[config.mk]
export PLATFORM = sky130hd
export DESIGN_NAME = lfps_engine
export DESIGN_NICKNAME = d
export VERILOG_FILES = /design/src/lfps_timing_pkg.sv /design/src/lfps_types_pkg.sv /design/src/lfps_burst_timer.sv /design/src/lfps_window_match.sv /design/src/lfps_event_merge.sv /design/src/lfps_tx_sequencer.sv /design/src/lfps_engine.sv
export SDC_FILE = /design/constraint.sdc
export NUM_CORES = 1
export LEC_CHECK = 0
export ABC_AREA = 1
export CELL_PAD_IN_SITES_DETAIL_PLACEMENT = 1
export CELL_PAD_IN_SITES_GLOBAL_PLACEMENT = 1
export CORE_MARGIN = 3
export CORE_UTILIZATION = 49
export DETAILED_ROUTE_END_ITERATION = 16
export DONT_BUFFER_PORTS = 1
export GPL_TIMING_DRIVEN = 1
export PLACE_DENSITY = 0.9
export SETUP_SLACK_MARGIN = 0.05
export SYNTH_ARGS = -nofsm -noshare
export SYNTH_HDL_FRONTEND = slang
export SYNTH_HIERARCHICAL = 1
export SYNTH_SLANG_ARGS = --single-unit
[constraint.sdc]
create_clock -name slow_clk -period 2.7 [get_ports slow_clk]
set_input_delay 0.675 -clock slow_clk [delete_from_list [all_inputs] [get_ports slow_clk]]
set_output_delay 0.675 -clock slow_clk [all_outputs]
set_load 0.02 [all_outputs]
[src/lfps_timing_pkg.sv]
// lfps timing constants
// scaled burst, repeat and window lengths

package lfps_timing_pkg;

	// counter word for every length and gap
	localparam int cnt_w = 10;

	// patterns told apart at burst end
	localparam int num_patterns = 3;
	// send request kinds, poll first
	localparam int num_sends = 5;

	////////////////////////////////////////////////////////////////////
	// receive windows, in slow_clk cycles
	////////////////////////////////////////////////////////////////////
	localparam int poll_len_min = 8;
	localparam int poll_len_max = 14;
	localparam int poll_gap_min = 40;
	localparam int poll_gap_max = 80;

	localparam int ping_len_min = 2;
	localparam int ping_len_max = 6;
	localparam int ping_gap_min = 100;
	localparam int ping_gap_max = 140;

	localparam int reset_len_min = 100;
	localparam int reset_len_max = 400;
	// burst still running past this is a warm reset
	localparam int reset_delay = 60;

	// in-burst exit thresholds
	localparam int u1_exit_min = 20;
	localparam int u2lb_exit_min = 30;
	localparam int u3_exit_min = 40;

	////////////////////////////////////////////////////////////////////
	// send tables, order poll, ping, u1, u2lb, u3
	////////////////////////////////////////////////////////////////////
	localparam logic [cnt_w-1:0] send_len [num_sends] = '{10, 4, 25, 35, 45};
	localparam logic [cnt_w-1:0] send_period [num_sends] = '{60, 120, 25, 35, 45};

	// matcher tables, order follows lfps_pattern_e
	localparam int len_min_tab [num_patterns] = '{poll_len_min, ping_len_min, reset_len_min};
	localparam int len_max_tab [num_patterns] = '{poll_len_max, ping_len_max, reset_len_max};
	localparam int gap_min_tab [num_patterns] = '{poll_gap_min, ping_gap_min, 0};
	localparam int gap_max_tab [num_patterns] = '{poll_gap_max, ping_gap_max, 0};
	localparam bit repeat_tab [num_patterns] = '{1'b1, 1'b1, 1'b0};

endpackage

[src/lfps_types_pkg.sv]
// lfps signal bundles
// line, request, burst and event types

package lfps_types_pkg;

	// receiver side of the phy
	typedef struct packed {
		logic elecidle;
		logic valid;
	} lfps_rx_line_t;

	// transmitter side of the phy
	typedef struct packed {
		logic elecidle;
		logic detrx_lpbk;
	} lfps_tx_line_t;

	// level requests, highest priority first
	typedef struct packed {
		logic poll;
		logic ping;
		logic u1;
		logic u2lb;
		logic u3;
	} lfps_send_req_t;

	// burst record from the timer
	typedef struct packed {
		logic done;
		logic in_burst;
		logic [lfps_timing_pkg::cnt_w-1:0] length;
		logic [lfps_timing_pkg::cnt_w-1:0] gap;
		logic line_idle;
	} lfps_burst_t;

	// receive event flags, one cycle each
	typedef struct packed {
		logic active;
		logic poll_u1;
		logic ping;
		logic reset;
		logic u2lb;
		logic u3;
	} lfps_recv_evt_t;

	// index into the matcher hit vector
	typedef enum logic [1:0] {
		pat_poll,
		pat_ping,
		pat_reset
	} lfps_pattern_e;

	// P0 code of the phy power state
	localparam logic [1:0] power_p0 = 2'd0;

endpackage

[src/lfps_burst_timer.sv]
// lfps burst timer
`timescale 1ns/1ps

module lfps_burst_timer #(
	parameter int sync_stages = 2,
	parameter int cnt_w = lfps_timing_pkg::cnt_w
) (
	input  logic slow_clk,
	input  logic lfps_send_reset_local,
	input  lfps_types_pkg::lfps_rx_line_t rx_line,
	output lfps_types_pkg::lfps_burst_t burst
);

	import lfps_types_pkg::*;

	// line value the synchronizer settles to out of reset
	localparam lfps_rx_line_t rx_idle = '{elecidle: 1'b1, valid: 1'b0};

	lfps_rx_line_t sync_q [sync_stages];
	lfps_rx_line_t line_s;

	logic in_burst;
	logic done_q;
	logic burst_start;
	logic burst_end;
	logic [cnt_w-1:0] len_cnt;
	logic [cnt_w-1:0] gap_cnt;
	logic [cnt_w-1:0] gap_last;

	// last stage is the only one the logic looks at
	assign line_s = sync_q[sync_stages-1];

	// burst needs both idle and valid low
	assign burst_start = !in_burst && !line_s.elecidle && !line_s.valid;
	// end is the rise of synchronized idle
	assign burst_end = in_burst && line_s.elecidle;

	//////////////////////////////////////////////////////////////////////
	// synchronizers
	//////////////////////////////////////////////////////////////////////
	always_ff @(posedge slow_clk) begin
		if (lfps_send_reset_local) begin
			for (int i = 0; i < sync_stages; i++) begin
				sync_q[i] <= rx_idle;
			end
		end else begin
			sync_q[0] <= rx_line;
			for (int i = 1; i < sync_stages; i++) begin
				sync_q[i] <= sync_q[i-1];
			end
		end
	end

	//////////////////////////////////////////////////////////////////////
	// burst state, length and gap counters
	//////////////////////////////////////////////////////////////////////
	always_ff @(posedge slow_clk) begin
		if (lfps_send_reset_local) begin
			in_burst <= 1'b0;
			done_q <= 1'b0;
			len_cnt <= '0;
			gap_cnt <= '0;
			gap_last <= '0;
		end else begin
			done_q <= burst_end;
			// gap counter runs freely, sticks at the top
			if (gap_cnt != '1)
				gap_cnt <= gap_cnt + 1'b1;
			if (burst_start) begin
				in_burst <= 1'b1;
				len_cnt <= cnt_w'(1);
			end else if (burst_end) begin
				// end to end spacing, restart for the next burst
				in_burst <= 1'b0;
				gap_last <= gap_cnt;
				gap_cnt <= cnt_w'(1);
			end else if (in_burst && len_cnt != '1) begin
				len_cnt <= len_cnt + 1'b1;
			end
		end
	end

	// length and gap hold after done until the next burst
	always_comb begin
		burst.done = done_q;
		burst.in_burst = in_burst;
		burst.length = len_cnt;
		burst.gap = gap_last;
		burst.line_idle = line_s.elecidle;
	end

endmodule

[src/lfps_window_match.sv]
// lfps burst pattern matcher
`timescale 1ns/1ps

module lfps_window_match #(
	parameter int cnt_w = lfps_timing_pkg::cnt_w,
	parameter int len_min = 0,
	parameter int len_max = 1,
	parameter int gap_min = 0,
	parameter int gap_max = 1,
	parameter bit need_repeat = 1'b0
) (
	input  logic slow_clk,
	input  logic lfps_send_reset_local,
	input  lfps_types_pkg::lfps_burst_t burst,
	output logic hit
);

	// window bounds in counter width
	localparam logic [cnt_w-1:0] len_lo = cnt_w'(len_min);
	localparam logic [cnt_w-1:0] len_hi = cnt_w'(len_max);
	localparam logic [cnt_w-1:0] gap_lo = cnt_w'(gap_min);
	localparam logic [cnt_w-1:0] gap_hi = cnt_w'(gap_max);

	logic seen_q;
	logic len_ok;
	logic gap_ok;

	// half open windows, max excluded
	assign len_ok = (burst.length >= len_lo) && (burst.length < len_hi);
	assign gap_ok = (burst.gap >= gap_lo) && (burst.gap < gap_hi);

	//////////////////////////////////////////////////////////////////////
	// classify at each burst end
	//////////////////////////////////////////////////////////////////////
	always_ff @(posedge slow_clk) begin
		if (lfps_send_reset_local) begin
			seen_q <= 1'b0;
			hit <= 1'b0;
		end else begin
			hit <= 1'b0;
			if (burst.done) begin
				if (len_ok) begin
					seen_q <= 1'b1;
					// repeated patterns need a matching burst before this one
					if (need_repeat)
						hit <= seen_q && gap_ok;
					else
						hit <= 1'b1;
				end else begin
					// any foreign burst breaks the pair
					seen_q <= 1'b0;
				end
			end
		end
	end

endmodule

[src/lfps_event_merge.sv]
// lfps receive event merge
`timescale 1ns/1ps

module lfps_event_merge #(
	parameter int cnt_w = lfps_timing_pkg::cnt_w
) (
	input  logic slow_clk,
	input  logic lfps_send_reset_local,
	input  lfps_types_pkg::lfps_burst_t burst,
	input  logic [lfps_timing_pkg::num_patterns-1:0] hits,
	output lfps_types_pkg::lfps_recv_evt_t recv_evt,
	output logic warm_hold
);

	import lfps_types_pkg::*;
	import lfps_timing_pkg::*;

	localparam logic [cnt_w-1:0] u1_len = cnt_w'(u1_exit_min);
	localparam logic [cnt_w-1:0] u2lb_len = cnt_w'(u2lb_exit_min);
	localparam logic [cnt_w-1:0] u3_len = cnt_w'(u3_exit_min);
	localparam logic [cnt_w-1:0] hold_len = cnt_w'(reset_delay);

	logic u1_thr;
	logic u2lb_thr;
	logic u3_thr;
	lfps_recv_evt_t evt_d;

	// length passes each value once while counting up
	assign u1_thr = burst.in_burst && (burst.length == u1_len);
	assign u2lb_thr = burst.in_burst && (burst.length == u2lb_len);
	assign u3_thr = burst.in_burst && (burst.length == u3_len);

	always_comb begin
		evt_d.poll_u1 = hits[pat_poll] | u1_thr;
		evt_d.ping = hits[pat_ping];
		evt_d.reset = hits[pat_reset];
		evt_d.u2lb = u2lb_thr;
		evt_d.u3 = u3_thr;
		// active marks any flag in this cycle
		evt_d.active = evt_d.poll_u1 | evt_d.ping | evt_d.reset | evt_d.u2lb | evt_d.u3;
	end

	//////////////////////////////////////////////////////////////////////
	// registered events and warm reset hold
	//////////////////////////////////////////////////////////////////////
	always_ff @(posedge slow_clk) begin
		if (lfps_send_reset_local) begin
			recv_evt <= '0;
			warm_hold <= 1'b0;
		end else begin
			recv_evt <= evt_d;
			// hold from past the reset delay until the burst closes
			if (burst.done)
				warm_hold <= 1'b0;
			else if (burst.in_burst && burst.length > hold_len)
				warm_hold <= 1'b1;
		end
	end

endmodule

[src/lfps_tx_sequencer.sv]
// lfps send sequencer
`timescale 1ns/1ps

module lfps_tx_sequencer #(
	parameter int cnt_w = lfps_timing_pkg::cnt_w
) (
	input  logic slow_clk,
	input  logic lfps_send_reset_local,
	input  lfps_types_pkg::lfps_send_req_t send_req,
	input  logic training,
	input  logic [1:0] power_state,
	input  logic warm_hold,
	input  lfps_types_pkg::lfps_burst_t burst,
	output lfps_types_pkg::lfps_tx_line_t tx_line,
	output logic send_ack
);

	import lfps_types_pkg::*;
	import lfps_timing_pkg::*;

	typedef enum logic [1:0] {
		st_idle,
		st_send,
		st_gap,
		st_hold
	} seq_state_e;

	localparam lfps_tx_line_t tx_idle = '{elecidle: 1'b1, detrx_lpbk: 1'b0};

	seq_state_e state;
	lfps_tx_line_t tx_on;
	logic req_any;
	logic [2:0] req_idx;
	logic [cnt_w-1:0] len_cnt;
	logic [cnt_w-1:0] per_cnt;

	// P0 signals lfps through detrx_lpbk, lower states by dropping idle
	always_comb begin
		if (power_state == power_p0)
			tx_on = '{elecidle: 1'b1, detrx_lpbk: 1'b1};
		else
			tx_on = '{elecidle: 1'b0, detrx_lpbk: 1'b0};
	end

	// fixed priority, index follows the send tables
	always_comb begin
		req_any = 1'b1;
		if (send_req.poll)
			req_idx = 3'd0;
		else if (send_req.ping)
			req_idx = 3'd1;
		else if (send_req.u1)
			req_idx = 3'd2;
		else if (send_req.u2lb)
			req_idx = 3'd3;
		else if (send_req.u3)
			req_idx = 3'd4;
		else begin
			req_any = 1'b0;
			req_idx = 3'd0;
		end
	end

	//////////////////////////////////////////////////////////////////////
	// send fsm
	//////////////////////////////////////////////////////////////////////
	always_ff @(posedge slow_clk) begin
		if (lfps_send_reset_local) begin
			state <= st_idle;
			len_cnt <= '0;
			per_cnt <= '0;
			tx_line <= tx_idle;
			send_ack <= 1'b0;
		end else begin
			tx_line <= tx_idle;
			send_ack <= 1'b0;
			case (state)
				st_idle: begin
					// requests only sampled here, nothing queued
					if (req_any && !training) begin
						len_cnt <= cnt_w'(send_len[req_idx]);
						per_cnt <= cnt_w'(send_period[req_idx]);
						tx_line <= tx_on;
						state <= st_send;
					end
				end
				st_send: begin
					len_cnt <= len_cnt - 1'b1;
					per_cnt <= per_cnt - 1'b1;
					if (len_cnt == cnt_w'(1)) begin
						// burst over, period may end with it
						if (per_cnt == cnt_w'(1)) begin
							send_ack <= 1'b1;
							state <= st_idle;
						end else begin
							state <= st_gap;
						end
					end else begin
						tx_line <= tx_on;
					end
				end
				st_gap: begin
					per_cnt <= per_cnt - 1'b1;
					if (per_cnt == cnt_w'(1)) begin
						send_ack <= 1'b1;
						state <= st_idle;
					end
				end
				default: begin
					// warm reset reply, ends when partner goes idle
					if (burst.line_idle)
						state <= st_idle;
					else
						tx_line <= tx_on;
				end
			endcase
			// warm reset wins over training and any send in flight
			if (warm_hold && !burst.line_idle) begin
				state <= st_hold;
				tx_line <= tx_on;
			end
		end
	end

endmodule

[src/lfps_engine.sv]
// lfps engine top
`timescale 1ns/1ps

module lfps_engine #(
	parameter int sync_stages = 2,
	parameter int cnt_w = lfps_timing_pkg::cnt_w
) (
	input  logic slow_clk,
	input  logic lfps_send_reset_local,
	input  lfps_types_pkg::lfps_rx_line_t rx_line,
	input  logic [1:0] power_state,
	input  lfps_types_pkg::lfps_send_req_t send_req,
	input  logic training,
	output lfps_types_pkg::lfps_recv_evt_t recv_evt,
	output lfps_types_pkg::lfps_tx_line_t tx_line,
	output logic send_ack
);

	import lfps_types_pkg::*;
	import lfps_timing_pkg::*;

	lfps_burst_t burst;
	// one bit per lfps_pattern_e entry
	logic [num_patterns-1:0] hits;
	logic warm_hold;

	//////////////////////////////////////////////////////////////////////
	// receive path
	//////////////////////////////////////////////////////////////////////
	lfps_burst_timer #(
		.sync_stages(sync_stages),
		.cnt_w(cnt_w)
	) u_timer (
		.slow_clk(slow_clk),
		.lfps_send_reset_local(lfps_send_reset_local),
		.rx_line(rx_line),
		.burst(burst)
	);

	for (genvar i = 0; i < num_patterns; i++) begin : g_match
		lfps_window_match #(
			.cnt_w(cnt_w),
			.len_min(len_min_tab[i]),
			.len_max(len_max_tab[i]),
			.gap_min(gap_min_tab[i]),
			.gap_max(gap_max_tab[i]),
			.need_repeat(repeat_tab[i])
		) u_match (
			.slow_clk(slow_clk),
			.lfps_send_reset_local(lfps_send_reset_local),
			.burst(burst),
			.hit(hits[i])
		);
	end

	lfps_event_merge #(
		.cnt_w(cnt_w)
	) u_merge (
		.slow_clk(slow_clk),
		.lfps_send_reset_local(lfps_send_reset_local),
		.burst(burst),
		.hits(hits),
		.recv_evt(recv_evt),
		.warm_hold(warm_hold)
	);

	//////////////////////////////////////////////////////////////////////
	// send path
	//////////////////////////////////////////////////////////////////////
	lfps_tx_sequencer #(
		.cnt_w(cnt_w)
	) u_seq (
		.slow_clk(slow_clk),
		.lfps_send_reset_local(lfps_send_reset_local),
		.send_req(send_req),
		.training(training),
		.power_state(power_state),
		.warm_hold(warm_hold),
		.burst(burst),
		.tx_line(tx_line),
		.send_ack(send_ack)
	);

endmodule

### Word level (Yosys, flattened, before mapping)

Memories as Yosys holds them, arrays and structs flattened.
Cells that the tools add are included.

| storage, ports and cells | value |
|---|---|
| memory bits (writable) | 4 |
| memories | 3 |
| bits in read-only memories | 160 |
| flip-flop bits (word level) | 69 |

| cells by class | value |
|---|---|
| equality and inequality tests | 14 |
| bitwise gates (word level) | 13 |
| $add $sub $neg | 4 |
| magnitude comparators | 12 |
| muxes and demuxes | 50 |
| reduce and logical (&&, ||, !) cells | 40 |

Memories:

| name | depth | width | read ports | clocked after Yosys merged registers in | write ports | RTL line | text |
|---|---|---|---|---|---|---|---|
| (no name shown) | 8 | 10 | 1 | 0 | 0 | lfps_tx_sequencer.sv:82 | `per_cnt <= cnt_w'(send_period[req_idx]);` |
| (no name shown) | 8 | 10 | 1 | 0 | 0 | lfps_tx_sequencer.sv:81 | `len_cnt <= cnt_w'(send_len[req_idx]);` |
| u_timer.sync_q | 2 | 2 | 2 | 0 | 2 | lfps_burst_timer.sv:19 | `lfps_rx_line_t sync_q [sync_stages];` |

Operator list:

| kind | count |
|---|---|
| $mux 10 | 9 |
| $pmux 10 s2 | 2 |
| $mux 2 | 13 |
| $add 10x1->10 const B | 2 |
| $eq 10x1->1 const B | 2 |
| $eq 10x5->1 const B | 2 |
| $ge 10x7->1 const B | 2 |
| $ne 10x10->1 const B | 2 |
| $sub 10x1->10 const B | 2 |
| $mux 1 | 18 |
| $logic_and 1x1->1 | 17 |
| $mux 3 | 5 |
| $pmux 2 s3 | 2 |
| $eq 10x6->1 const B | 1 |
| $ge 10x2->1 const B | 1 |
| $ge 10x4->1 const B | 1 |
| $ge 10x6->1 const B | 1 |
| $gt 10x6->1 const B | 1 |
| $lt 10x3->1 const B | 1 |
| $lt 10x4->1 const B | 1 |
| $lt 10x7->1 const B | 1 |
| $lt 10x8->1 const B | 1 |
| $lt 10x9->1 const B | 1 |
| $reduce_and 2->1 | 5 |
| 16 further kinds | 40 |

### Longest topological paths before layout

Gate-level depths: netlist (run 1).

| depth | value |
|---|---|
| depth in word-level cells | 11 |
| gate-level depth with buffers | 10 |

### Modules after synthesis

Netlist (run 1), hierarchy kept.

By module, submodules not included:

| module | cells an instance | sequential area each (um2) | instances | area each (um2) |
|---|---|---|---|---|
| lfps_tx_sequencer | 278 | 500.5 | 1 | 1790.5 |
| lfps_burst_timer | 231 | 720.7 | 1 | 1652.8 |
| lfps_event_merge | 54 | 140.1 | 1 | 404.1 |
| lfps_window_match (g_match[1].u_match) | 48 | 40.0 | 1 | 220.2 |
| lfps_window_match (g_match[0].u_match) | 33 | 40.0 | 1 | 172.7 |
| lfps_window_match (g_match[2].u_match) | 16 | 20.0 | 1 | 87.6 |

### Worst setup path before layout (run 1)

OpenSTA, ideal clock, no wires.

| path | value |
|---|---|
| kind | input-to-reg |
| start point | input port send_req[4] (netlist name) |
| end point | register u_seq.len_cnt[1] |
| setup slack | 783 ps |
| arrival | 1798 ps |
| cell stages on the path | 7 |
| required time | 2581 ps |
| path through | o31ai_1 inv_1 ha_1 nand2_1 o21ai_0 o21ai_0 a21oi_1 |

| between the ends | value |
|---|---|
| word-level cells in the longest chain between the ends | 7 |

RTL lines:

| element | RTL line | text |
|---|---|---|
| from (decl) | lfps_engine.sv:12 | `input lfps_types_pkg::lfps_send_req_t send_req,` |
| $mux 3 | lfps_tx_sequencer.sv:48 | `if (send_req.poll)` |
| $not 3->4 (implied by the code) | lfps_tx_sequencer.sv:81 |  |
| $mem_v2 8x10 | -- |  |
| $mux 10 (implied by the code) (2 in a row) | lfps_tx_sequencer.sv:81 |  |
| $mux 10 | lfps_tx_sequencer.sv:80 | `if (req_any && !training) begin` |
| $pmux 10 s2 | lfps_tx_sequencer.sv:77 | `case (state)` |
| to (signal assigned) | lfps_tx_sequencer.sv:81 |  |
| to (signal assigned) | lfps_tx_sequencer.sv:88 | `len_cnt <= len_cnt - 1'b1;` |
| to (decl) | lfps_tx_sequencer.sv:34 | `logic [cnt_w-1:0] len_cnt;` |

Several ways; a longest one is shown, not always the timed one. The select of a mux whose other input is x is not followed.
A chain may end at the register's enable or synchronous reset.

### Worst setup path after layout (run 1)

| path | value |
|---|---|
| start point | register u_seq.state[1] |
| end point | register u_seq.len_cnt[1] |

| between the ends | value |
|---|---|
| word-level cells in the longest chain between the ends | 3 |

RTL lines:

| element | RTL line | text |
|---|---|---|
| from (decl) | lfps_tx_sequencer.sv:30 | `seq_state_e state;` |
| from (signal assigned) | lfps_tx_sequencer.sv:69 | `state <= st_idle;` |
| from (signal assigned) | lfps_tx_sequencer.sv:84 | `state <= st_send;` |
| from (signal assigned) | lfps_tx_sequencer.sv:94 | `state <= st_idle;` |
| $eq 2x1->1 or $logic_not 2->1 (tied branches) | lfps_tx_sequencer.sv:77 |  |
| $reduce_bool 2->1 (no line) or $ne 2x1->1 (tied branches) | -- |  |
| $reduce_and 2->1 (no line) | -- |  |

Several ways; a longest one is shown, not always the timed one.

==> results of run 1 <==
## layout make-up
cell class / instances / area (µm²)
inverters: 125 / 469
clock inverters: 6 / 37.5
clock buffers: 10 / 128
fillers: 1166 / 3850
multi-input cells: 447 / 2300
flip-flops and latches: 71 / 1420
well taps: 105 / 131
## cell usage in the layout (no fill, tap or decap), types with 2 or more instances in the layout
cell,n
a21oi_1,30
a21oi_2,3
a31oi_1,7
clkbuf_8,9
clkinv_2,4
clkinv_4,2
dfxtp_1,71
ha_1,15
inv_1,117
inv_2,7
nand2_1,154
nand2_2,5
nand2_4,2
nand3_1,43
nand3_2,9
nand4_1,8
nor2_1,80
nor2_2,12
nor2_8,2
nor3_1,9
nor3_4,2
o21ai_0,39
o21ai_1,3
or2_1,2
or2_2,3
xor2_1,8
## through the flow
| step | hold WS [ps] | utilization |
|---|---|---|
| after detailed placement | 398 | 0.519 |
| after global routing | 358 | 0.539 |
| after global placement | 392 | 0.519 |
| after CTS | 363 | 0.539 |
| final | 381 | 0.539 |
| after floorplan | 388 | - |
## layer usage
layer,track usage,wire (µm),vias up,share of wire
li1,-,-,2039,-
met1,0.285,4920,1926,0.44
met2,0.430,5730,54,0.51
met3,0.0337,264,22,0.024
met4,0.109,290,0,0.026
met5,0,0,-,0
## state kept, by name (all words and copies together) (netlist names)
signal	cells
u_seq/state	2
u_seq/per_cnt	10
u_timer/in_burst	1
u_seq/len_cnt	10
u_seq/send_ack	1
g_match.u_match/hit	3
u_timer/len_cnt	10
g_match.u_match/seen_q	2
u_merge/warm_hold	1
u_seq/tx_line	2
u_timer/done_q	1
u_timer/gap_cnt	10
u_merge/recv_evt	6
u_timer/gap_last	8
u_timer/sync_q	4
## power by group
group	leakage (µW)	total [µW]	switching, µW	internal, µW
registers	0.000578	1340	150	1190
clock network	0.0000898	764	433	331
logic	0.00132	1320	887	436
total	0.00199	3430	1470	1950
## how the worst max path moves through the flow
stage                         from                to
detailed placement     send_req[4]  u_seq/len_cnt[1]
floorplan              send_req[4]  u_seq/len_cnt[1]
finish              u_seq/state[1]  u_seq/len_cnt[1]
global route        u_seq/state[1]  u_seq/len_cnt[1]
global placement       send_req[4]  u_seq/len_cnt[1]
CTS                 u_seq/state[1]  u_seq/len_cnt[1]
==> results.toml, run 1 <==
[detailed_routing]
drcViolationCount = 0
first_pass_iters = 4
via_count = 4041
postRouteAntennaNets = 0
routed_wl_mm = 11.2
post_drt_via_cell_ratio = 5.29
wl_per_cell_um = 14.7
drt_first_iter_violations = 110

[min_path]
hp-start = "lfps_send_reset_local"
holdPathEnd = "u_merge/recv_evt[5]"
min_path_cells = 1
hold_class = "input pin to flop"

[worst_setup_path]
crit_path_end_kind = "flop"
regToRegSetupSlack_ps = 600
r2r-end = "u_seq/len_cnt[1]"
rr_worst_depth = 7
critPathMaxFanout = 13
cpPeakStageDelay_ps = 510
path_class = "flop to flop"
path_buf_inv = 3
critical-path-top-delay-family = "compound AO/OA/AOI/OAI gates"
cpMostUsedCell = "inv_1"
cp_num_cells = 7
arrival_ps = 2340
r2r_start = "u_seq/state[1]"
cp_cell_sequence = "inv_1, ha_1, inv_2, o21ai_2, inv_1, o21ai_0, a21oi_1"
critPathSlowestCell = "o21ai_2"
worstSetupStartpointType = "flop"
critical_path_required_ps = 2940

[clock_network]
cts.clk_slew.worst_paths_ps = 80
clock_latency_ps = 360
cts_sinks = 71
numCtsBuffers = 9
cts-resized-gates = 0
postCtsSetupBuffers = 0
ctsHoldBuffers = 0
clockRootBuffer = "clkbuf_8"
h-tree-depth = 3
cts_tree = "yes"
clockBufferDepth = 2

[timing]
finalSetupViolCount = 0
drv_slew = 0
rsz0062_at_grt = "no"
fin_crit_sh = 0.779
skew_ps = 6.77
layout_min_cycle_time_ps = 2100
fmax_ghz = 0.476
slew_headroom = 0.623
worst_slew_pin_slew_ps = 565
setup_ws_ps = 598
final_hold_viol_count = 0
finalSetupTns_ps = 0

[place]
post-place-ws_ps = 575
dp.cells = 748
numPortBuffers = 0
placed_area_um2 = 4330
place.gp.congestion = 0.868
dp_hpwl_mm = 8.33

[cells_and_area]
syn_to_final_growth_pct = 5.19
final_area_um2 = 4490
nets = 681
layout-drive-gt1-share = 0.0986
stdcell_count = 764
diodes = 0

[logic_synthesis]
yosysWarnings = 6
synth_cells = 654
synthesis.area_um2 = 4270
synth_nets = 681
postSynthAreaPerCell_um2 = 6.53

[die]
die_y_um = 99.4
coreArea_um2 = 8340
start_util = 0.512
die_w_um = 99.4
ios = 21
die_area_um2 = 9870
rows = 33

[pwr]
powerDensity_nw_per_um2 = 763
power_leakage_uw = 0.00199
p_total_uw = 3430
ir_drop_mv = 0.329

[job]
cap_violations = 0

[global_route]
antenna_found_initial = 0
grt_pass1_wl_mm = 19.4
grt_max_degree = 32
grt_pass1_vias = 4309
grt_use_total = 0.241
gr-total-overflow = 0

[outcome]
status = "complete, no violations"
Power figures use the tool's default switching activity.
==> run 2, diff against run 1 <==
Settings changed: CORE_UTILIZATION 49 to 46, PLACE_DENSITY 0.9 to 0.85.
Clock period 2.7 ns to 2 ns, I/O delays scaled along.
==> run 2 against run 1 <==
  * Largest cell class unchanged
  * Critical path type unchanged
  * Clock skew increased by 0.92 ps
  * Sequential share of layout area fell by 0.68 points
  * Critical path depth increased by 3
  * Highest routed layer unchanged
  * Combinational power up 39%
==> results.toml, run 2 (synthesis gave the netlist of run 1 again) <==
[min_path]
hold_class = "input pin to flop"
min_path_cells = 1
holdPathEnd = "u_timer/gap_cnt[5]"
hp-start = "lfps_send_reset_local"

[worst_setup_path]
path_class = "flop to flop"
worstSetupStartpointType = "flop"
critPathSlowestCell = "ha_2"
regToRegSetupSlack_ps = 280
arrival_ps = 2000
crit_path_end_kind = "flop"
cp_cell_sequence = "inv_1, ha_2, inv_1, nand3_1, nor2_1, a21oi_1, nand3_1, nand2_1, inv_1, nor2_1"
critical_path_required_ps = 2280
path_buf_inv = 3
r2r-end = "u_seq/state[1]"
cpMostUsedCell = "inv_1"
critPathMaxFanout = 7
rr_worst_depth = 10
r2r_start = "u_seq/state[0]"
cp_num_cells = 10
cpPeakStageDelay_ps = 400
critical-path-top-delay-family = "simple AND/OR/NAND/NOR gates"

[place]
dp_hpwl_mm = 8.44
place.gp.congestion = 0.854
numPortBuffers = 0

[detailed_routing]
wl_met3_um = 236
maxUsedRoutingLayer = "met4"
via_count = 4022
drt_first_iter_violations = 81
routed_wl_mm = 11.1
met2WireLength_mm = 5.78
first_pass_iters = 4
wl_per_cell_um = 14.3
post_drt_via_cell_ratio = 5.18
postRouteAntennaNets = 0
drcViolationCount = 0
wl_met1_mm = 4.93

[timing]
fin_crit_sh = 0.860
layout_min_cycle_time_ps = 1720
rsz0062_at_grt = "no"
drv_slew = 0
slew_headroom = 0.664
finalSetupViolCount = 0
worst_slew_pin_slew_ps = 503
finalSetupTns_ps = 0
fmax_ghz = 0.581
skew_ps = 7.69
final_hold_viol_count = 0

[die]
die_w_um = 102
rows = 34
die_y_um = 102
ios = 21
die_area_um2 = 10500
start_util = 0.483
coreArea_um2 = 8850

[global_route]
grt_pass1_vias = 4192
antenna_found_initial = 0
grt_use_total = 0.226
grt_pass1_wl_mm = 18.9
grt_max_degree = 32
gr-total-overflow = 0

[clock_network]
cts.clk_slew.worst_paths_ps = 80
cts_tree = "yes"
clockBufferDepth = 2
clock_latency_ps = 350
ctsHoldBuffers = 0
cts_sinks = 71
clockRootBuffer = "clkbuf_8"
cts-resized-gates = 0
h-tree-depth = 3
postCtsSetupBuffers = 0
numCtsBuffers = 9

[cells_and_area]
diodes = 0
nets = 690
final_cell_mix = "nand2_1 (154), inv_1 (117), nor2_1 (80)"
utilization = 0.519
n_fill_cell = 1233
layout_commonest_cell = "nand2_1"
layout-drive-gt1-share = 0.111
syn_to_final_growth_pct = 7.50

[pwr]
ir_drop_mv = 0.404
p_sw_frac = 0.411
intPower_uw = 2830
power_frac_clock = 0.240
power_leakage_uw = 0.00203
powerDensity_nw_per_um2 = 1050
comb_power_share = 0.384
p_total_uw = 4800
seqPwrFrac = 0.376
power.switching_uw = 1970

[outcome]
status = "complete, no violations"

[job]
cap_violations = 0
[run 2: area by class of cell]
cell class                 count  area (µm²)  share of cell area
clock buffer                  11         131              0.0286
multi-input combinational    447        2310               0.503
clock inverter                 5        58.8              0.0128
sequential                    71        1420               0.310
inverter                     125         469               0.102
timing repair buffer           9        67.6              0.0147
tap                          108         135              0.0294
[run 2: power by group through the flow]
stage	clock [µW]	sequential, µW	combinational (µW)
4_1_cts	1200	1800	1830
3_5_place_dp	0	1840	1820
5_1_grt	1260	1840	2130
6_report	1150	1810	1840
3_3_place_gp	0	1820	1710
2_1_floorplan	0	1780	1430
[run 2: worst max path at each step]
stage	startpoint	end
after floorplan	send_req[4]	u_seq/len_cnt[1]
after global placement	send_req[4]	u_seq/len_cnt[1]
after detailed placement	send_req[4]	u_seq/len_cnt[1]
after CTS	u_seq/state[0]	u_seq/state[1]
after global routing	u_seq/state[0]	u_seq/state[1]
final	u_seq/state[0]	u_seq/state[1]
[run 2: worst register-to-register path: stages, from the launching register on]
cell and delay, ps:
dfxtp_1 380, inv_1 80, ha_2 400, inv_1 70, nand3_1 70, nor2_1 60, a21oi_1 220, nand3_1 140
nand2_1 100, inv_1 40, nor2_1 90
[run 2: per-stage QoR]
| step | setup WS [ps] | hold slack (ps) | std cells | instance area [µm²] |
|---|---|---|---|---|
| global route | 77.0 | 188 | 776 | 4590 |
| finish | 280 | 218 | 776 | 4590 |
| CTS | 235 | 193 | 776 | 4590 |
| floorplan | 258 | 388 | 654 | 4270 |
| detailed placement | 279 | 399 | 760 | 4400 |
| global placement | 348 | 393 | 760 | 4400 |
[run 2: layer usage]
layer	global-route usage	up-vias
met5	0	-
met4	0.0646	0
met3	0.0362	15
met2	0.427	52
met1	0.259	1900
li1	-	2055
